==> src/rtl/addrgen_pkg.sv <==
// vector address generator
// shared widths and types
`default_nettype none

package addrgen_pkg;

  //////////////////////////////////////////////////
  // widths
  //////////////////////////////////////////////////

  // memory address
  localparam int unsigned AddrWidth   = 32;
  // element count of one instruction
  localparam int unsigned VlWidth     = 10;
  // l1 index incl. byte offset
  localparam int unsigned IndexWidth  = 12;
  localparam int unsigned TagWidth    = AddrWidth - IndexWidth;

  // data bus toward the l1
  localparam int unsigned BusBytes    = 8;
  localparam int unsigned BusBytesLog = $clog2(BusBytes);

  // byte counter, vl scaled up to double elements
  localparam int unsigned RemWidth    = VlWidth + 3;

  // request queue toward the load/store units
  localparam int unsigned QueueDepth  = 2;
  localparam int unsigned QPtrWidth   = $clog2(QueueDepth);

  // offset of the vector memory window
  localparam logic [AddrWidth-1:0] MemBase = 32'h8011_6000;

  //////////////////////////////////////////////////
  // types
  //////////////////////////////////////////////////

  typedef logic [AddrWidth-1:0] addr_t;
  typedef logic [VlWidth-1:0]   vl_t;
  // log2 of beat bytes
  typedef logic [1:0]           size_t;
  // log2 of element bytes: byte, half, word, double
  typedef logic [1:0]           vew_t;

  typedef enum logic [1:0] {
    // unit-stride load and store
    VLE,
    VSE,
    // strided load and store
    VLSE,
    VSSE
  } vop_e;

  // same word seen flat or as tag/index for the l1
  typedef union packed {
    addr_t flat;
    struct packed {
      logic [TagWidth-1:0]   tag;
      logic [IndexWidth-1:0] index;
    } split;
  } l1_addr_u;

endpackage

`default_nettype wire
==> src/rtl/vaddrgen_top.sv <==
// vector load/store address generator
`timescale 1ns/1ns
`default_nettype none

module vaddrgen_top import addrgen_pkg::*; (
  input  logic                  clk_i,
  input  logic                  rst_ni,
  // instruction interface
  input  logic                  req_valid_i,
  input  vop_e                  req_op_i,
  input  addr_t                 req_addr_i,
  input  vl_t                   req_vl_i,
  input  addr_t                 req_stride_i,
  input  vew_t                  req_vew_i,
  output logic                  ack_o,
  output logic                  error_o,
  input  logic                  core_st_pending_i,
  // l1 load port
  input  logic                  ld_gnt_i,
  output logic [IndexWidth-1:0] ld_index_o,
  output logic                  ld_data_req_o,
  output size_t                 ld_size_o,
  output logic [TagWidth-1:0]   ld_tag_o,
  output logic                  ld_tag_valid_o,
  // l1 store port
  output logic [IndexWidth-1:0] st_index_o,
  output logic [TagWidth-1:0]   st_tag_o,
  output size_t                 st_size_o,
  // load/store units
  output logic                  lsu_req_valid_o,
  output addr_t                 lsu_req_addr_o,
  output size_t                 lsu_req_size_o,
  output logic                  lsu_req_is_load_o,
  input  logic                  lsu_req_ready_i
);

  // checker to sequencer
  logic  cmd_valid;
  addr_t cmd_addr;
  vl_t   cmd_vl;
  addr_t cmd_stride;
  vew_t  cmd_vew;
  logic  cmd_is_load;
  logic  cmd_is_unit;
  logic  cmd_done;

  // sequencer to queue
  logic  q_push;
  addr_t q_addr;
  size_t q_size;
  logic  q_is_load;
  logic  q_full;

  insn_checker i_checker (
    .clk_i        (clk_i),
    .rst_ni       (rst_ni),
    .req_valid_i  (req_valid_i),
    .req_op_i     (req_op_i),
    .req_addr_i   (req_addr_i),
    .req_vl_i     (req_vl_i),
    .req_stride_i (req_stride_i),
    .req_vew_i    (req_vew_i),
    .cmd_done_i   (cmd_done),
    .cmd_valid_o  (cmd_valid),
    .cmd_addr_o   (cmd_addr),
    .cmd_vl_o     (cmd_vl),
    .cmd_stride_o (cmd_stride),
    .cmd_vew_o    (cmd_vew),
    .cmd_is_load_o(cmd_is_load),
    .cmd_is_unit_o(cmd_is_unit),
    .ack_o        (ack_o),
    .error_o      (error_o)
  );

  access_sequencer i_sequencer (
    .clk_i            (clk_i),
    .rst_ni           (rst_ni),
    .cmd_valid_i      (cmd_valid),
    .cmd_addr_i       (cmd_addr),
    .cmd_vl_i         (cmd_vl),
    .cmd_stride_i     (cmd_stride),
    .cmd_vew_i        (cmd_vew),
    .cmd_is_load_i    (cmd_is_load),
    .cmd_is_unit_i    (cmd_is_unit),
    .cmd_done_o       (cmd_done),
    .core_st_pending_i(core_st_pending_i),
    .ld_gnt_i         (ld_gnt_i),
    .ld_index_o       (ld_index_o),
    .ld_data_req_o    (ld_data_req_o),
    .ld_size_o        (ld_size_o),
    .q_full_i         (q_full),
    .q_push_o         (q_push),
    .q_addr_o         (q_addr),
    .q_size_o         (q_size),
    .q_is_load_o      (q_is_load)
  );

  // one ready for both units
  addr_queue i_queue (
    .clk_i    (clk_i),
    .rst_ni   (rst_ni),
    .push_i   (q_push),
    .addr_i   (q_addr),
    .size_i   (q_size),
    .is_load_i(q_is_load),
    .full_o   (q_full),
    .ready_i  (lsu_req_ready_i),
    .valid_o  (lsu_req_valid_o),
    .addr_o   (lsu_req_addr_o),
    .size_o   (lsu_req_size_o),
    .is_load_o(lsu_req_is_load_o)
  );

  // queue head drives the tag phase and the store port
  l1_port_driver i_port_driver (
    .head_valid_i  (lsu_req_valid_o),
    .head_addr_i   (lsu_req_addr_o),
    .head_size_i   (lsu_req_size_o),
    .head_is_load_i(lsu_req_is_load_o),
    .ld_tag_o      (ld_tag_o),
    .ld_tag_valid_o(ld_tag_valid_o),
    .st_index_o    (st_index_o),
    .st_tag_o      (st_tag_o),
    .st_size_o     (st_size_o)
  );

endmodule

`default_nettype wire

==> src/rtl/l1_port_driver.sv <==
// l1 port driver
`timescale 1ns/1ns
`default_nettype none

module l1_port_driver import addrgen_pkg::*; (
  // queue head
  input  logic                  head_valid_i,
  input  addr_t                 head_addr_i,
  input  size_t                 head_size_i,
  input  logic                  head_is_load_i,
  // load port, tag phase
  output logic [TagWidth-1:0]   ld_tag_o,
  output logic                  ld_tag_valid_o,
  // store port
  output logic [IndexWidth-1:0] st_index_o,
  output logic [TagWidth-1:0]   st_tag_o,
  output size_t                 st_size_o
);

  l1_addr_u head_u;
  logic     head_ld;
  logic     head_st;

  // tag/index view of the head address
  assign head_u.flat = head_addr_i;

  assign head_ld = head_valid_i && head_is_load_i;
  assign head_st = head_valid_i && !head_is_load_i;

  //////////////////////////////////////////////////
  // port routing
  //////////////////////////////////////////////////

  always_comb begin
    ld_tag_o       = '0;
    ld_tag_valid_o = 1'b0;
    st_index_o     = '0;
    st_tag_o       = '0;
    st_size_o      = '0;

    if (head_ld) begin
      // index went out when the beat was pushed
      ld_tag_o       = head_u.split.tag;
      ld_tag_valid_o = 1'b1;
    end

    if (head_st) begin
      // whole store address in one go
      st_index_o = head_u.split.index;
      st_tag_o   = head_u.split.tag;
      st_size_o  = head_size_i;
    end
  end

endmodule

`default_nettype wire

==> src/rtl/addr_queue.sv <==
// request queue toward the load/store units
`timescale 1ns/1ns
`default_nettype none

module addr_queue import addrgen_pkg::*; (
  input  logic   clk_i,
  input  logic   rst_ni,
  // write side
  input  logic   push_i,
  input  addr_t  addr_i,
  input  size_t  size_i,
  input  logic   is_load_i,
  output logic   full_o,
  // read side
  input  logic   ready_i,
  output logic   valid_o,
  output addr_t  addr_o,
  output size_t  size_o,
  output logic   is_load_o
);

  // storage
  addr_t addr_mem    [QueueDepth];
  size_t size_mem    [QueueDepth];
  logic  is_load_mem [QueueDepth];

  logic [QPtrWidth-1:0] wr_ptr_q, rd_ptr_q;
  logic [QPtrWidth:0]   count_q;
  logic                 pop;

  assign full_o  = (count_q == (QPtrWidth + 1)'(QueueDepth));
  assign valid_o = (count_q != '0);
  assign pop     = valid_o && ready_i;

  // head entry
  assign addr_o    = addr_mem[rd_ptr_q];
  assign size_o    = size_mem[rd_ptr_q];
  assign is_load_o = is_load_mem[rd_ptr_q];

  always_ff @(posedge clk_i or negedge rst_ni) begin
    if (!rst_ni) begin
      wr_ptr_q <= '0;
      rd_ptr_q <= '0;
      count_q  <= '0;
    end else begin
      // pointers wrap on the power-of-two depth
      if (push_i) begin
        wr_ptr_q <= wr_ptr_q + QPtrWidth'(1);
      end
      if (pop) begin
        rd_ptr_q <= rd_ptr_q + QPtrWidth'(1);
      end
      count_q <= count_q + (QPtrWidth + 1)'(push_i) - (QPtrWidth + 1)'(pop);
    end
  end

  always_ff @(posedge clk_i) begin
    if (push_i) begin
      addr_mem[wr_ptr_q]    <= addr_i;
      size_mem[wr_ptr_q]    <= size_i;
      is_load_mem[wr_ptr_q] <= is_load_i;
    end
  end

  a_fill_bound: assert property (@(posedge clk_i) disable iff (!rst_ni)
    count_q <= (QPtrWidth + 1)'(QueueDepth));

endmodule

`default_nettype wire

==> src/rtl/access_sequencer.sv <==
// access sequencer
// turns a command into single-beat requests
`timescale 1ns/1ns
`default_nettype none

module access_sequencer import addrgen_pkg::*; (
  input  logic                  clk_i,
  input  logic                  rst_ni,
  // command from the checker
  input  logic                  cmd_valid_i,
  input  addr_t                 cmd_addr_i,
  input  vl_t                   cmd_vl_i,
  input  addr_t                 cmd_stride_i,
  input  vew_t                  cmd_vew_i,
  input  logic                  cmd_is_load_i,
  input  logic                  cmd_is_unit_i,
  output logic                  cmd_done_o,
  // core still has stores in flight
  input  logic                  core_st_pending_i,
  // l1 load port, index phase
  input  logic                  ld_gnt_i,
  output logic [IndexWidth-1:0] ld_index_o,
  output logic                  ld_data_req_o,
  output size_t                 ld_size_o,
  // request queue
  input  logic                  q_full_i,
  output logic                  q_push_o,
  output addr_t                 q_addr_o,
  output size_t                 q_size_o,
  output logic                  q_is_load_o
);

  // widest power of two the low address bits allow
  function automatic size_t trailing_zeros(logic [BusBytesLog-1:0] low);
    size_t cnt;
    cnt = '0;
    for (int i = BusBytesLog - 1; i >= 0; i--) begin
      if (low[i]) begin
        cnt = size_t'(i);
      end
    end
    return cnt;
  endfunction

  typedef enum logic [1:0] {
    SEQ_IDLE,
    SEQ_MISALIGNED,
    SEQ_WAITING,
    SEQ_REQUESTING
  } seq_state_e;

  seq_state_e state_q, state_d;

  // current beat
  addr_t addr_q, addr_d;
  size_t size_q, size_d;
  // bytes left for unit-stride, elements left for strided
  logic [RemWidth-1:0] remain_q, remain_d;
  logic [RemWidth-1:0] step_bytes;

  addr_t stride_q;
  logic  is_load_q;
  logic  is_unit_q;

  logic  beat_ok;

  //////////////////////////////////////////////////
  // beat generation
  //////////////////////////////////////////////////

  always_comb begin
    state_d       = state_q;
    addr_d        = addr_q;
    size_d        = size_q;
    remain_d      = remain_q;
    cmd_done_o    = 1'b0;
    ld_data_req_o = 1'b0;
    ld_index_o    = '0;
    ld_size_o     = '0;
    beat_ok       = 1'b0;
    step_bytes    = RemWidth'(1) << size_q;

    case (state_q)
      SEQ_IDLE: begin
        if (cmd_valid_i) begin
          addr_d = cmd_addr_i;
          if (cmd_is_unit_i) begin
            // full bus beats, count in bytes
            remain_d = RemWidth'(cmd_vl_i) << cmd_vew_i;
            size_d   = size_t'(BusBytesLog);
          end else begin
            // one element per beat
            remain_d = RemWidth'(cmd_vl_i);
            size_d   = cmd_vew_i;
          end
          // unit-stride store off the bus grid needs a narrower beat
          if (cmd_is_unit_i && !cmd_is_load_i && (cmd_addr_i[BusBytesLog-1:0] != '0)) begin
            state_d = SEQ_MISALIGNED;
          end else if (core_st_pending_i) begin
            state_d = SEQ_WAITING;
          end else begin
            state_d = SEQ_REQUESTING;
          end
        end
      end
      SEQ_MISALIGNED: begin
        size_d  = trailing_zeros(addr_q[BusBytesLog-1:0]);
        state_d = core_st_pending_i ? SEQ_WAITING : SEQ_REQUESTING;
      end
      SEQ_WAITING: begin
        if (!core_st_pending_i) begin
          state_d = SEQ_REQUESTING;
        end
      end
      SEQ_REQUESTING: begin
        if (is_load_q) begin
          // index phase, only while the queue has room
          ld_data_req_o = !q_full_i;
          ld_index_o    = addr_q[IndexWidth-1:0];
          ld_size_o     = size_q;
          beat_ok       = !q_full_i && ld_gnt_i;
        end else begin
          beat_ok = !q_full_i;
        end

        if (beat_ok) begin
          if (is_unit_q) begin
            // saturate, the last beat may overshoot
            remain_d = (remain_q > step_bytes) ? remain_q - step_bytes : '0;
            addr_d   = addr_q + addr_t'(step_bytes);
          end else begin
            remain_d = remain_q - RemWidth'(1);
            addr_d   = addr_q + stride_q;
          end
          if (remain_d == '0) begin
            cmd_done_o = 1'b1;
            state_d    = SEQ_IDLE;
          end
        end
      end
      default: state_d = SEQ_IDLE;
    endcase
  end

  assign q_push_o    = beat_ok;
  assign q_addr_o    = addr_q;
  assign q_size_o    = size_q;
  assign q_is_load_o = is_load_q;

  always_ff @(posedge clk_i or negedge rst_ni) begin
    if (!rst_ni) begin
      state_q <= SEQ_IDLE;
    end else begin
      state_q <= state_d;
    end
  end

  // beat payload
  always_ff @(posedge clk_i) begin
    addr_q   <= addr_d;
    size_q   <= size_d;
    remain_q <= remain_d;
    if (state_q == SEQ_IDLE && cmd_valid_i) begin
      stride_q  <= cmd_stride_i;
      is_load_q <= cmd_is_load_i;
      is_unit_q <= cmd_is_unit_i;
    end
  end

  //////////////////////////////////////////////////
  // checks
  //////////////////////////////////////////////////

  // checker passes vl straight from the requester
  a_vl_nonzero: assert property (@(posedge clk_i) disable iff (!rst_ni)
    (state_q == SEQ_IDLE && cmd_valid_i) |-> (cmd_vl_i != '0));

  // full flag comes back from the queue
  a_no_push_full: assert property (@(posedge clk_i) disable iff (!rst_ni)
    q_full_i |-> !q_push_o);

endmodule

`default_nettype wire

==> src/rtl/insn_checker.sv <==
// instruction checker
`timescale 1ns/1ns
`default_nettype none

module insn_checker import addrgen_pkg::*; (
  input  logic   clk_i,
  input  logic   rst_ni,
  // instruction from the requester
  input  logic   req_valid_i,
  input  vop_e   req_op_i,
  input  addr_t  req_addr_i,
  input  vl_t    req_vl_i,
  input  addr_t  req_stride_i,
  input  vew_t   req_vew_i,
  // command toward the sequencer
  input  logic   cmd_done_i,
  output logic   cmd_valid_o,
  output addr_t  cmd_addr_o,
  output vl_t    cmd_vl_o,
  output addr_t  cmd_stride_o,
  output vew_t   cmd_vew_o,
  output logic   cmd_is_load_o,
  output logic   cmd_is_unit_o,
  // completion
  output logic   ack_o,
  output logic   error_o
);

  // any address bit below the element width set
  function automatic logic addr_misaligned(addr_t addr, vew_t vew);
    addr_t mask;
    mask = (addr_t'(1) << vew) - addr_t'(1);
    return |(addr & mask);
  endfunction

  typedef enum logic [1:0] {
    CHK_IDLE,
    CHK_CHECK,
    CHK_BUSY
  } chk_state_e;

  chk_state_e state_q, state_d;

  // latched instruction
  vop_e  op_q;
  addr_t addr_q;
  vl_t   vl_q;
  addr_t stride_q;
  vew_t  vew_q;

  logic misal_q;
  logic ack_d, error_d;

  //////////////////////////////////////////////////
  // control
  //////////////////////////////////////////////////

  always_comb begin
    state_d = state_q;
    ack_d   = 1'b0;
    error_d = 1'b0;
    case (state_q)
      CHK_IDLE: begin
        if (req_valid_i) begin
          state_d = CHK_CHECK;
        end
      end
      // misaligned flag gets registered here
      CHK_CHECK: state_d = CHK_BUSY;
      CHK_BUSY: begin
        if (misal_q) begin
          // rejected, never shown to the sequencer
          ack_d   = 1'b1;
          error_d = 1'b1;
          state_d = CHK_IDLE;
        end else if (cmd_done_i) begin
          ack_d   = 1'b1;
          state_d = CHK_IDLE;
        end
      end
      default: state_d = CHK_IDLE;
    endcase
  end

  always_ff @(posedge clk_i or negedge rst_ni) begin
    if (!rst_ni) begin
      state_q <= CHK_IDLE;
      misal_q <= 1'b0;
      ack_o   <= 1'b0;
      error_o <= 1'b0;
    end else begin
      state_q <= state_d;
      ack_o   <= ack_d;
      error_o <= error_d;
      if (state_q == CHK_CHECK) begin
        misal_q <= addr_misaligned(addr_q, vew_q);
      end
    end
  end

  // instruction held for the whole command
  always_ff @(posedge clk_i) begin
    if (state_q == CHK_IDLE && req_valid_i) begin
      op_q     <= req_op_i;
      addr_q   <= req_addr_i;
      vl_q     <= req_vl_i;
      stride_q <= req_stride_i;
      vew_q    <= req_vew_i;
    end
  end

  //////////////////////////////////////////////////
  // command
  //////////////////////////////////////////////////

  assign cmd_valid_o   = (state_q == CHK_BUSY) && !misal_q;
  // scalar base into the memory window
  assign cmd_addr_o    = addr_q + MemBase;
  assign cmd_vl_o      = vl_q;
  assign cmd_stride_o  = stride_q;
  assign cmd_vew_o     = vew_q;
  assign cmd_is_load_o = (op_q == VLE) || (op_q == VLSE);
  assign cmd_is_unit_o = (op_q == VLE) || (op_q == VSE);

  a_err_with_ack: assert property (@(posedge clk_i) disable iff (!rst_ni)
    error_o |-> ack_o);

endmodule

`default_nettype wire

==> config.mk <==
export PLATFORM = sky130hd
export DESIGN_NAME = vaddrgen_top
export DESIGN_NICKNAME = d
export VERILOG_FILES = /design/src/rtl/addrgen_pkg.sv /design/src/rtl/vaddrgen_top.sv /design/src/rtl/l1_port_driver.sv /design/src/rtl/addr_queue.sv /design/src/rtl/access_sequencer.sv /design/src/rtl/insn_checker.sv
export SDC_FILE = /design/constraint.sdc
export NUM_CORES = 1
export LEC_CHECK = 0
export ABC_AREA = 1
export BUFFER_PORTS_ARGS = -buffer_cell sky130_fd_sc_hd__buf_2
export CORE_MARGIN = 4
export CORE_UTILIZATION = 52
export DETAILED_ROUTE_END_ITERATION = 16
export HOLD_SLACK_MARGIN = 0.1
export PLACE_DENSITY = 0.77
export SLEW_MARGIN = 10
export SYNTH_ARGS = -nofsm -noshare
export SYNTH_HDL_FRONTEND = slang
export SYNTH_SLANG_ARGS = --single-unit
==> constraint.sdc <==
create_clock -name clk_i -period 6.9 [get_ports clk_i]
set_input_delay 0 -clock clk_i [delete_from_list [all_inputs] [get_ports clk_i]]
set_output_delay 0 -clock clk_i [all_outputs]
set_load 0.05 [all_outputs]
======== Word-level counts from Yosys, hierarchy flattened ========
Memories as Yosys holds them, arrays and structs flattened.
Cells that the tools add are included.
word-level totals
  register bits ........................... 170
  RAM bits ................................ 70
  input bits .............................. 84
  word-level logic and storage cells ...... 132
  memories kept ........................... 3
memory list
  name                 depth  bits a word  read ports  clocked after Yosys merged registers in  write ports  RTL line          source
  i_queue.addr_mem     2      32           1           0                                        1            addr_queue.sv:23  addr_t addr_mem [QueueDepth];
  i_queue.size_mem     2      2            1           0                                        1            addr_queue.sv:24  size_t size_mem [QueueDepth];
  i_queue.is_load_mem  2      1            1           0                                        1            addr_queue.sv:25  logic is_load_mem [QueueDepth];
operators by class
  add/sub/neg operators ................... 10
  order comparisons ....................... 1
  equal/unequal tests ..................... 14
  shifts and indexed selects .............. 3
  multiplexer cells ....................... 53
  bitwise gates (word level) .............. 1
  reduce and logical (&&, ||, !) cells .... 28
operators by type and width
  operator                                             count
  2-to-1 mux 32 bit                                    3
  2-to-1 mux 13 bit                                    7
  case mux 32 bit (2 select lines)                     1
  2-to-1 mux 20 bit                                    2
  2-to-1 mux 12 bit                                    3
  adder 32 x 13 -> 32 bit                              1
  adder 32 bit                                         1
  adder 32 bit (second input constant)                 1
  AND 32 bit                                           1
  2-to-1 mux 2 bit                                     16
  OR reduction 32 bit                                  1
  << shifter 1 x 2 -> 32 bit (first input constant)    1
  subtractor 32 x 1 -> 32 bit (second input constant)  1
  case mux 13 bit (2 select lines)                     1
  2-to-1 mux 1 bit                                     17
  greater-than comparator 13 bit                       1
  zero test 13 bit                                     1
  << shifter 1 x 2 -> 13 bit (first input constant)    1
  << shifter 10 x 2 -> 13 bit                          1
  subtractor 13 x 1 -> 13 bit (second input constant)  1
  subtractor 13 bit                                    1
  equality test 2 bit (second input constant)          5
  logical AND 1 bit                                    9
  case mux 2 bit (4 select lines)                      1
  17 further kinds                                     32

======== Logic depth before layout (Yosys ltp) ========
Gate-level depths: netlist (run 1).
  depth after elaboration ................. 14
  depth in mapped cells ................... 21

======== Cells and area by module ========
A second synthesis (run 1) with hierarchy kept.
second synthesis, totals
  cell total of the unflattened synthesis .. 1478
  area, all modules ....................... 13280.2 µm²
by module, submodules not included
  module            instances  cells each  area each (µm²)  seq. area each (µm²)
  access_sequencer  1          917         6705.2           2482.4
  insn_checker      1          252         3352.0           2467.4
  addr_queue        1          212         2831.5           2202.1
  l1_port_driver    1          97          391.6            0.0

======== Worst setup path after synthesis (run 1) ========
OpenSTA, ideal clock, no wires.
  path kind ............................... register to register
  start ................................... reg i_checker.state_q[0]
  end ..................................... reg i_checker.addr_q[0], enable pin
  arrival ................................. 6.094 ns
  required time ........................... 6.274 ns
  path slack .............................. 0.181 ns
  cell stages (with the launch flop) ...... 2
  clock period less this slack ............ 6.719 ns
  path through ............................ dfrtp_1 > nor3b_1
between the ends
  longest elaborated chain between the ends .. 2
RTL lines
  item                    RTL line             source
  start, declared         insn_checker.sv:42   chk_state_e state_q, state_d;
  start signal, assigned  insn_checker.sv:92   state_q <= state_d;
  zero test 2 bit         insn_checker.sv:103  if (state_q == CHK_IDLE && req_valid_i) begin
  logical AND 1 bit       insn_checker.sv:103
  end signal, assigned    insn_checker.sv:105  addr_q <= req_addr_i;
  end, declared           insn_checker.sv:46   addr_t addr_q;
Every way passes these cells.
A chain may end at the register's enable or synchronous reset.

======== Worst setup path after layout (run 1) ========
  start ................................... reg i_sequencer.is_unit_q
  end ..................................... reg i_sequencer.addr_q[30] (netlist: i_sequencer.q_addr_o[30]), data pin
between the ends
  longest elaborated chain between the ends .. 3
RTL lines
  item                              RTL line                 source
  start, declared                   access_sequencer.sv:63   logic is_unit_q;
  start signal, assigned            access_sequencer.sv:166  is_unit_q <= cmd_is_unit_i;
  2-to-1 mux 32 bit                 access_sequencer.sv:127  if (is_unit_q) begin
  2-to-1 mux 32 bit                 access_sequencer.sv:126  if (beat_ok) begin
  case mux 32 bit (2 select lines)  access_sequencer.sv:83   case (state_q)
  via i_sequencer.addr_d[30]        access_sequencer.sv:55   addr_t addr_q, addr_d;
  end signal, assigned              access_sequencer.sv:160  addr_q <= addr_d;
  end, declared                     access_sequencer.sv:55
The timed path passes the listed nets, and every way through them passes these cells. The select of a mux whose other input is x is not followed.

==> results.sh, run 1 <==
export IMPL_gp_congestion=0.942
export IMPL_yosysTopAreaCell="edfxtp_1"
export IMPL_power_switching_mw=3.78
export IMPL_clock_latency_ns=0.53
export IMPL_synth_top_area_share_pct=54.1
export IMPL_setup_viol=0
export IMPL_slew_violations=0
export IMPL_synth_compound_area_share_pct=10.0
export IMPL_die_area_um2=27000
export IMPL_final_cell_mix="nand2_1 (234), edfxtp_1 (229), nor2_1 (210)"
export IMPL_synth_cell_area_um2=12700
export IMPL_p_sw_share_pct=49.0
export IMPL_grt_pass1_vias=9829
export IMPL_synth_async_reset_ratio_pct=4.58
export IMPL_antenna_found_initial=1
export IMPL_drt_iter0_drc=993
export IMPL_period_needed_ns=3.71
export IMPL_synth_simple_area_share_pct=20.5
export IMPL_period_share_pct=53.7
export IMPL_critPathCaptureType="register"
export IMPL_drtPass1Iterations=7
export IMPL_yosys_warnings=0
export IMPL_synth_edf_count=229
export IMPL_start_kind="register"
export IMPL_grt_overflow=0
export IMPL_p_leak_nw=6.79
export IMPL_clockBufferDepth=3
export IMPL_grtUsageTotal_pct=25.0
export IMPL_syn_nets=1492
export IMPL_port_buffers=191
export IMPL_grt_setup_unrepaired="no"
export IMPL_crit_fanout=34
export IMPL_io_pins=192
export IMPL_synth_cell_types=51
export IMPL_root_buffer="clkbuf_16"
export IMPL_seqPwrFrac_pct=32.6
export IMPL_p_comb_share_pct=50.4
export IMPL_viasPerCell=5.25
export IMPL_cap_viol_max_count=0
export IMPL_ir_worst_vdd_uv=347
export IMPL_dp_cells=1849
export IMPL_synth_top_family_by_area="simple AND/OR/NAND/NOR gates"
export IMPL_htreeDepth=1
export IMPL_grt_pass1_wl_um=52600
export IMPL_seq_area_frac_synth_pct=56.2
export IMPL_die_h_um=164
export IMPL_final_common_cell="nand2_1"
export IMPL_ant_nets=0
export IMPL_wl_per_cell_um=17.3
export IMPL_antenna_cells=0
export IMPL_hold_violations=0
export IMPL_seqCellArea_um2=7150
export IMPL_n_fill_cell=1857
export IMPL_cp_required_ns=7.18
export IMPL_hold_ws_ns=0.125
export IMPL_grt_max_degree=76
export IMPL_synth_mux_area_share_pct=0.157
export IMPL_maxClockFrequency_ghz=0.270
export IMPL_multiInputGateArea_um2=4740
export IMPL_vias=10369
export IMPL_max_slew_margin_pct=31.3
export IMPL_outcome="complete, no violations"
export IMPL_synth_seq_cells=240
export IMPL_crit_arrival_ns=3.99
export IMPL_synthFlopType="edfxtp_1"
export IMPL_clock_skew_ns=0.0252
export IMPL_syn_area_per_cell_um2=9.35
export IMPL_hp_class="input port to register"
export IMPL_areaGrowthSynthToFinish_pct=23.2
export IMPL_finalSetupTns_ns=0
export IMPL_drt_total_wl_um=34200
export IMPL_route_detailed_drc=0
export IMPL_cts_tree="done"
export IMPL_tightest_slew_ns=1.03
export IMPL_dp_hpwl_um=24600
export IMPL_core_um2=23800
export IMPL_worst_setup_path_type="register to register"
export IMPL_final_cells=1976
export IMPL_p_int_mw=3.94
export IMPL_clk_pin_slew_ns=0.07
export IMPL_synthCells=1361
export IMPL_p_per_area_nw_per_um2=493
export IMPL_clkPwrFrac_pct=17.0
export IMPL_die_x_um=164
export IMPL_drive_above_1_share_pct=19.2
export IMPL_post_cts_buffers=0
export IMPL_clock_sinks=240
export IMPL_cts_buffers=24
export IMPL_synth_adder_area_share_pct=4.74
export IMPL_initial_utilization_pct=53.6
export IMPL_synthTopCellsByArea="edfxtp_1 (54%), nand2_1 (6.9%), nor2_1 (6.3%)"
export IMPL_synth_xor_area_share_pct=1.72
export IMPL_row_count=56
export IMPL_finalNetCount=1770
-- worst max-delay path, stage by stage, from the launching register on --
cell,delay (ns)
edfxtp_1,0.32
buf_4,0.34
clkinv_1,0.56
o21ai_0,0.50
fa_1,0.26
nand2_1,0.07
o21ai_1,0.28
nand2_1,0.09
nand2_1,0.12
inv_1,0.07
o21ai_1,0.22
nand3_1,0.12
nand2_1,0.14
nand3_1,0.12
nand2_1,0.08
nand2_1,0.05
nand3_1,0.06
nand2_1,0.06
-- layout make-up --
class	count	area share [%]
flip-flops and latches	240	45.6
multi-input cells	897	30.3
repair buffers	283	11.8
inverters	193	4.62
clock buffers	30	3.98
well taps	319	2.55
clock inverters	14	1.10
-- sequential cells by signal (all words and copies together) (netlist names), 4 cells and up --
signal and flops:
i_checker.addr_q 32, i_queue.size_mem 4, i_checker.cmd_stride_o 32, i_sequencer.remain_q 13, i_queue.addr_mem 64, i_sequencer.q_addr_o 32
i_checker.cmd_vl_o 10, i_sequencer.stride_q 32
-- synthesized netlist by cell type (2+ instances only) --
cell type	count
a32oi_1	3
a221oi_1	2
a21o_1	3
nor3b_1	3
nand2_1	234
o21ai_0	115
nand3b_1	2
inv_2	4
ha_1	45
clkbuf_1	29
a21oi_4	3
nor4_1	5
nor2_1	213
o21a_1	4
o21bai_1	2
nand2_4	2
nand2_2	3
a21boi_0	3
xor2_1	15
a22oi_1	2
nand3_4	2
a31oi_1	9
nor2_2	15
a21oi_1	66
edfxtp_1	229
fa_1	2
o21ai_1	4
clkinv_1	2
xnor2_1	10
inv_1	187
nand3_2	3
nand3_1	51
or2_2	37
mux2i_1	2
nor2_4	5
and2_1	2
nor3_1	10
nand4_1	7
o22ai_1	4
dfrtp_1	11
-- per-layer routing --
metal  vias up  global-route usage [%]  wire, um
met5         -                       0        13
li1       5093                       -         -
met1      4718                    36.8     15200
met2       508                    39.2     15000
met4         2                    5.37       621
met3        48                    4.44      3380
-- path summary, 6_finish.rpt --
| check | from | endpoint | slack, ns | cells past startpoint |
|---|---|---|---|---|
| setup / recovery | i_sequencer.is_unit_q$_DFFE_PP_ | i_sequencer.q_addr_o[30]$_DFFE_PP_ | 3.19 | 17 |
| hold / removal | ld_gnt_i | i_queue.wr_ptr_q$_DFFE_PN0P_ | 0.13 | 4 |
| setup reg to reg | i_sequencer.is_unit_q$_DFFE_PP_ | i_sequencer.q_addr_o[30]$_DFFE_PP_ | 3.19 | 17 |
| hold reg to reg | i_checker.cmd_stride_o[12]$_DFFE_PP_ | i_sequencer.stride_q[12]$_DFFE_PP_ | 0.42 | 0 |
| max in group asynchronous | rst_ni | i_queue.wr_ptr_q$_DFFE_PN0P_ | 6.02 | 3 |
| min in group asynchronous | rst_ni | i_queue.rd_ptr_q$_DFFE_PN0P_ | 0.52 | 3 |
-- what timing repair did --
action	4_1_cts	5_1_grt
endpoints found under the setup margin	0	0
hold endpoints to repair	96	0
resized for setup	0	0
hold buffers	83	0
-- through the flow --
step | utilization (%) | power, mW | cell area (um2) | setup slack [ns]
finish | 66.0 | 7.73 | 15700 | 3.19
global route | 66.0 | 8.18 | 15700 | 2.87
detailed placement | 59.1 | 6.35 | 14000 | 3.27
CTS | 66.0 | 7.70 | 15700 | 3.27
global placement | 59.1 | 6.28 | 14000 | 3.39
floorplan | - | 5.32 | 12700 | 0.181
-- power by group through the flow --
stage	Clock, mW	Combinational [mW]	Sequential [mW]
after floorplan	0	2.90	2.42
after global placement	0	3.76	2.52
after detailed placement	0	3.81	2.54
after CTS	1.33	3.86	2.51
after global routing	1.40	4.23	2.56
final	1.32	3.89	2.52
-- kinds of logic after synthesis --
kind of cell | Yosys count
simple gates | 595
fa+ha+maj | 47
buf+inv | 224
mux | 2
compound gates | 228
xor+xnor | 25
flops | 240
(Power assumes the default switching activity.)
==> inputs of run 2 (changes only) <==
--- a/config.mk
+++ b/config.mk
@@ -5,7 +5,7 @@
 export SDC_FILE = /design/constraint.sdc
 export NUM_CORES = 1
 export LEC_CHECK = 0
-export ABC_AREA = 1
+export ABC_AREA = 0
 export BUFFER_PORTS_ARGS = -buffer_cell sky130_fd_sc_hd__buf_2
 export CORE_MARGIN = 4
 export CORE_UTILIZATION = 52
==> constraint.sdc (replaced) <==
create_clock -name clk_i -period 3.14 [get_ports clk_i]
set_input_delay 0 -clock clk_i [delete_from_list [all_inputs] [get_ports clk_i]]
set_output_delay 0 -clock clk_i [all_outputs]
set_load 0.05 [all_outputs]
==> run 2 against run 1 <==
  * The run now ends with setup timing left
  * Register-to-register slack got worse by 3.3 ns
  * Flip-flop and latch count did not move
  * Largest cell class unchanged
  * Cell area rose by 0.89%
  * Critical endpoint is now i_sequencer.q_addr_o[29]$_DFFE_PP_
  * Sequential power rose by 120%
==> results.sh, run 2 <==
export IMPL_tightest_slew_ns=0.875
export IMPL_synth_cell_area_um2=11900
export IMPL_viasPerCell=5.45
export IMPL_initial_utilization_pct=52.8
export IMPL_synth_cell_types=66
export IMPL_grt_pass1_wl_um=45100
export IMPL_wl_met1_um=13100
export IMPL_ir_worst_vdd_uv=560
export IMPL_wl_per_cell_um=17.4
export IMPL_pre_cts_slack_ns=-0.217
export IMPL_grt_max_degree=77
export IMPL_synth_seq_cells=240
export IMPL_port_buffers=191
export IMPL_synth_async_reset_ratio_pct=4.58
export IMPL_hp_class="input port to register"
export IMPL_clock_skew_ns=0.0136
export IMPL_critical_path_cell_chain="nand2b_1, o21ai_0, ha_1, o21ai_0, nor2_1, o31ai_2, o311a_1, nor3_2, o31a_1, o41ai_4, buf_4, xor2_1, o21ai_1"
export IMPL_route_detailed_drc=0
export IMPL_worst_setup_path_type="register to register"
export IMPL_period_share_pct=104
export IMPL_p_leak_nw=6.55
export IMPL_clock_sinks=240
export IMPL_maxClockFrequency_ghz=0.305
export IMPL_antenna_cells=0
export IMPL_yosysTopAreaCell="edfxtp_1"
export IMPL_period_needed_ns=3.27
export IMPL_ant_nets=0
export IMPL_clk_pin_slew_ns=0.06
export IMPL_synth_adder_area_share_pct=5.06
export IMPL_final_cells=1640
export IMPL_drt_total_wl_um=28600
export IMPL_slew_violations=0
export IMPL_hold_violations=0
export IMPL_grt_pass1_vias=8602
export IMPL_synth_edf_count=229
export IMPL_gp_congestion=0.891
export IMPL_yosys_warnings=0
export IMPL_r2r_cells=13
export IMPL_synth_top_family_by_area="simple AND/OR/NAND/NOR gates"
export IMPL_largest_reg_flops=64
export IMPL_synth_compound_area_share_pct=10.5
export IMPL_start_kind="register"
export IMPL_dp_cells=1501
export IMPL_clkPwrFrac_pct=16.7
export IMPL_antenna_found_initial=0
export IMPL_top_layer_used="met4"
export IMPL_p_int_mw=9.66
export IMPL_htreeDepth=1
export IMPL_synthTopCellsByArea="edfxtp_1 (58%), ha_1 (4.7%), nor2_1 (3.0%)"
export IMPL_violations="setup timing"
export IMPL_met3_length_um=2120
export IMPL_final_cell_mix="edfxtp_1 (229), buf_2 (191), nor2_1 (90)"
export IMPL_io_pins=192
export IMPL_cp_top_family="compound AO/OA/AOI/OAI gates"
export IMPL_finalNetCount=1470
export IMPL_dp_hpwl_um=20000
export IMPL_synth_most_common_cell="edfxtp_1"
export IMPL_core_um2=22600
export IMPL_seqPwrFrac_pct=31.9
export IMPL_ys_top_cells_by_count="edfxtp_1 (229), nor2_1 (94), a21oi_1 (67)"
export IMPL_layout_setup_ws_ns=-0.134
export IMPL_crit_arrival_ns=3.54
export IMPL_root_buffer="clkbuf_16"
export IMPL_crit_cells=13
export IMPL_p_per_area_nw_per_um2=1080
export IMPL_seq_area_frac_synth_pct=60.0
export IMPL_cts_buffers=24
export IMPL_whs_path_depth=2
export IMPL_synthFlopType="edfxtp_1"
export IMPL_cp_required_ns=3.40
export IMPL_critPathBufInv=1
export IMPL_syn_area_per_cell_um2=12.1
export IMPL_cpPeakStageDelay_ns=0.46
export IMPL_dpl_cell_area_um2=13800
export IMPL_regMostFlops="i_queue.addr_mem"
export IMPL_hold_ws_ns=0.192
export IMPL_synth_xor_area_share_pct=3.74
export IMPL_crit_fanout=4
export IMPL_setup_viol=8
export IMPL_grt_overflow=0
export IMPL_n_fill_cell=1597
export IMPL_p_sw_share_pct=43.2
export IMPL_slowest_stage="edfxtp_1"
export IMPL_synth_mux_area_share_pct=5.19
export IMPL_die_h_um=159
export IMPL_die_area_um2=25400
export IMPL_clock_latency_ns=0.52
export IMPL_outcome="finished with violations"
export IMPL_cap_viol_max_count=0
export IMPL_vias=8943
export IMPL_synthCells=982
export IMPL_fin_area_um2=15800
export IMPL_drive_above_1_share_pct=30.3
export IMPL_grtUsageTotal_pct=21.6
export IMPL_clockBufferDepth=3
export IMPL_p_comb_share_pct=51.4
export IMPL_areaGrowthSynthToFinish_pct=32.5
export IMPL_die_x_um=159
export IMPL_drtPass1Iterations=5
export IMPL_crit_top_cell="o21ai_0"
export IMPL_synth_top_area_share_pct=57.6
export IMPL_grt_setup_unrepaired="yes"
export IMPL_critPathCaptureType="register"
export IMPL_cts_tree="done"
export IMPL_power_switching_mw=7.34
export IMPL_row_count=55
export IMPL_max_slew_margin_pct=40.0
export IMPL_syn_nets=1113
export IMPL_synth_simple_area_share_pct=12.8
export IMPL_wl_met2_um=12800
export IMPL_final_common_cell="edfxtp_1"
export IMPL_drt_iter0_drc=619
[run 2: path summary, 6_finish.rpt]
kind / to / from / slack, ns
worst min-delay path: i_checker.cmd_stride_o[14]$_DFFE_PP_ / req_stride_i[14] / 0.19
max in group asynchronous: i_queue.rd_ptr_q$_DFFE_PN0P_ / rst_ni / 2.23
worst max register to register: i_sequencer.q_addr_o[29]$_DFFE_PP_ / i_sequencer.q_size_o[0]$_DFFE_PP_ / -0.13
worst max-delay path: i_sequencer.q_addr_o[29]$_DFFE_PP_ / i_sequencer.q_size_o[0]$_DFFE_PP_ / -0.13
worst min register to register: i_sequencer.stride_q[13]$_DFFE_PP_ / i_checker.cmd_stride_o[13]$_DFFE_PP_ / 0.42
min in group asynchronous: i_sequencer.state_q[1]$_DFFE_PN0P_ / rst_ni / 0.53
[run 2: layer usage]
metal	vias up	track usage, %
met5	-	0
met4	0	5.05
met3	41	3.37
met2	350	33.2
met1	4203	32.7
li1	4349	-
[run 2: stage by stage]
step                      utilization, %  power (mW)  setup TNS (ns)
after floorplan                        -        11.0          -0.318
after global placement              61.2        13.3          -0.241
after detailed placement            61.2        13.5           -1.07
after CTS                           68.9        16.6          -0.587
after global routing                70.0        18.0           -2.60
final                               70.0        17.0          -0.737
[run 2: layout make-up]
class / instances / area, um2 / share of cell area, %
clock inverters: 11 / 130 / 0.823
inverters: 48 / 180 / 1.14
repair buffers: 368 / 2530 / 16.0
flip-flops and latches: 240 / 7150 / 45.2
well taps: 285 / 357 / 2.26
multi-input cells: 657 / 4810 / 30.4
clock buffers: 31 / 648 / 4.10
[run 2: logic make-up after synthesis]
family,Yosys count
simple gates,304
flops,240
compound gates,199
buf+inv,85
mux,56
xor+xnor,51
fa+ha+maj,47
[run 2: power by group through the flow]
stage                     Combinational, mW  Sequential (mW)  Clock (mW)
after global placement                 7.92             5.42           0
after CTS                              8.30             5.41        2.88
after global routing                   9.40             5.52        3.04
after detailed placement               8.04             5.47           0
after floorplan                        5.77             5.25           0
final                                  8.74             5.43        2.84
[run 2: what timing repair did]
item,CTS,global route
hold buffers,84,0
buffers inserted,5,8
gates resized for setup,17,41
endpoints found under the hold margin,98,0
pin swaps,5,23
endpoints found under the setup margin,9,18
==> inputs of run 3 (changes only) <==
--- a/config.mk
+++ b/config.mk
@@ -10,8 +10,9 @@
 export CORE_MARGIN = 4
 export CORE_UTILIZATION = 52
 export DETAILED_ROUTE_END_ITERATION = 16
+export GPL_TIMING_DRIVEN = 0
 export HOLD_SLACK_MARGIN = 0.1
-export PLACE_DENSITY = 0.77
+export PLACE_DENSITY = 0.85
 export SLEW_MARGIN = 10
 export SYNTH_ARGS = -nofsm -noshare
 export SYNTH_HDL_FRONTEND = slang
==> run 3 against run 2 <==
  * The flow still finishes with violations (setup timing)
  * First-iteration DRC count grew 63%
  * Worst hold slack lost 0.0068 ns
  * Wire length grew 19%
  * Power grew 5.0%
  * Critical endpoint unchanged
  * Largest power group unchanged
==> results.sh, run 3 (synthesized netlist as in run 2, its figures left out) <==
export IMPL_die_x_um=159
export IMPL_viasPerCell=5.84
export IMPL_gp_congestion=0.901
export IMPL_root_buffer="clkbuf_16"
export IMPL_clock_sinks=240
export IMPL_drive_above_1_share_pct=33.1
export IMPL_period_share_pct=118
export IMPL_fin_area_um2=16400
export IMPL_port_buffers=191
export IMPL_regMostFlops="i_queue.addr_mem"
export IMPL_wl_per_cell_um=20.4
export IMPL_clk_pin_slew_ns=0.06
export IMPL_final_common_cell="edfxtp_1"
export IMPL_cap_viol_max_count=0
export IMPL_violations="setup timing"
export IMPL_drt_iter0_drc=1010
export IMPL_n_fill_cell=1384
export IMPL_clockBufferDepth=3
export IMPL_finalSetupTns_ns=-4.46
export IMPL_die_area_um2=25400
export IMPL_max_slew_margin_pct=40.5
export IMPL_tightest_slew_ns=0.892
export IMPL_multiInputGateArea_um2=5150
export IMPL_clock_latency_ns=0.53
export IMPL_cts_buffers=24
export IMPL_start_kind="register"
export IMPL_crit_arrival_ns=3.95
export IMPL_io_pins=192
export IMPL_areaGrowthSynthToFinish_pct=37.3
export IMPL_final_cell_mix="edfxtp_1 (229), buf_2 (193), nor2_1 (84), dlygate4sd3_1 (84), buf_4 (69)"
export IMPL_grt_overflow=0
export IMPL_cts_tree="done"
export IMPL_grt_max_degree=35
export IMPL_hp_class="input port to register"
export IMPL_maxClockFrequency_ghz=0.270
export IMPL_layout_setup_ws_ns=-0.558
export IMPL_htreeDepth=1
export IMPL_worst_setup_path_type="register to register"
export IMPL_setup_viol=19
export IMPL_hold_violations=0
export IMPL_period_needed_ns=3.70
export IMPL_grt_pass1_wl_um=48400
export IMPL_seqCellArea_um2=7150
export IMPL_drtPass1Iterations=8
export IMPL_largest_reg_flops=64
export IMPL_antenna_found_initial=0
export IMPL_initial_utilization_pct=52.8
export IMPL_grt_pass1_vias=9031
export IMPL_ir_worst_vdd_uv=553
export IMPL_die_h_um=159
export IMPL_core_um2=22600
export IMPL_crit_fanout=10
export IMPL_dp_hpwl_um=21300
export IMPL_ant_nets=0
export IMPL_drt_total_wl_um=33900
export IMPL_grtUsageTotal_pct=23.6
export IMPL_cp_required_ns=3.39
export IMPL_slew_violations=0
export IMPL_critPathCaptureType="register"
export IMPL_vias=9730
export IMPL_outcome="finished with violations"
export IMPL_route_detailed_drc=0
export IMPL_finalNetCount=1493
export IMPL_grt_setup_unrepaired="yes"
export IMPL_final_cells=1665
export IMPL_hold_ws_ns=0.185
export IMPL_row_count=55
export IMPL_antenna_cells=0
export IMPL_p_leak_nw=6.70
export IMPL_pre_cts_slack_ns=-0.676
export IMPL_clock_skew_ns=0.0206
export IMPL_dpl_cell_area_um2=13500
export IMPL_dp_cells=1466
export IMPL_p_per_area_nw_per_um2=1090
## run 3: changes by cell type in the layout (fill, tap and decap cells not counted), sizes merged
cell,delta
clkinv,+5
buf,-4
clkinvlp,+1
inv,+1
clkbuf,+22
## run 3: cell type report
| class | instances | area share (%) |
|---|---|---|
| buffer | 36 | 1.34 |
| clock buffer | 26 | 3.84 |
| clock inverter | 18 | 1.05 |
| inverter | 48 | 1.12 |
| multi-input combinational | 657 | 31.4 |
| sequential | 240 | 43.7 |
| tap | 285 | 2.18 |
| timing repair buffer | 355 | 15.4 |
## run 3: worst max-delay path, cell delays in order, from the launching register on
cell and delay, ns:
edfxtp_1 0.42, buf_6 0.15, buf_4 0.14, clkbuf_16 0.17, nor2b_1 0.20, ha_1 0.32, or2_2 0.32, a21oi_1 0.47
nor3_4 0.08, o31a_1 0.36, o41ai_4 0.39, buf_4 0.18, xor2_1 0.15, o21ai_1 0.07
## run 3: report_power, final
group          leakage [nW]  switching [mW]  total [mW]  internal, mW
clock                 0.394            1.18        2.88          1.70
sequential             2.25           0.690        5.46          4.77
combinational          4.05            6.15        9.51          3.36
total                  6.70            8.02        17.8          9.83
## run 3: per-layer routing
layer	share of wire [%]	track usage [%]	wire, um	vias up
met5	0	0	0	-
met4	3.2	6.47	1090	0
met3	11	4.40	3630	112
met2	46	38.6	15800	672
met1	40	32.8	13400	4557
li1	-	-	-	4389
## run 3: worst paths after layout
check	startpoint	to	slack [ns]	cells after the start
worst max-delay path	i_sequencer.is_unit_q$_DFFE_PP_	i_sequencer.q_addr_o[29]$_DFFE_PP_	-0.56	13
worst min-delay path	req_vl_i[8]	i_checker.cmd_vl_o[8]$_DFFE_PP_	0.18	2
worst max register to register	i_sequencer.is_unit_q$_DFFE_PP_	i_sequencer.q_addr_o[29]$_DFFE_PP_	-0.56	13
worst min register to register	i_checker.cmd_stride_o[16]$_DFFE_PP_	i_sequencer.stride_q[16]$_DFFE_PP_	0.42	0
max in group asynchronous	rst_ni	i_queue.rd_ptr_q$_DFFE_PN0P_	2.28	3
min in group asynchronous	rst_ni	i_checker.state_q[0]$_DFFE_PN0P_	0.52	3
## run 3: timing repair
item / in CTS / in global routing
pin swaps: 57 / 57
hold buffers: 84 / 0
setup buffers: 44 / 33
endpoints found under the hold margin: 98 / 0
setup endpoints to repair: 40 / 26
gates resized for setup: 74 / 74
gates cloned: 0 / 0
## run 3: stage by stage
| step | util, % | power, mW |
|---|---|---|
| after floorplan | - | 11.0 |
| after global placement | 59.0 | 12.7 |
| after detailed placement | 59.9 | 13.1 |
| after CTS | 70.1 | 16.7 |
| after global routing | 72.6 | 18.6 |
| final | 72.6 | 17.8 |
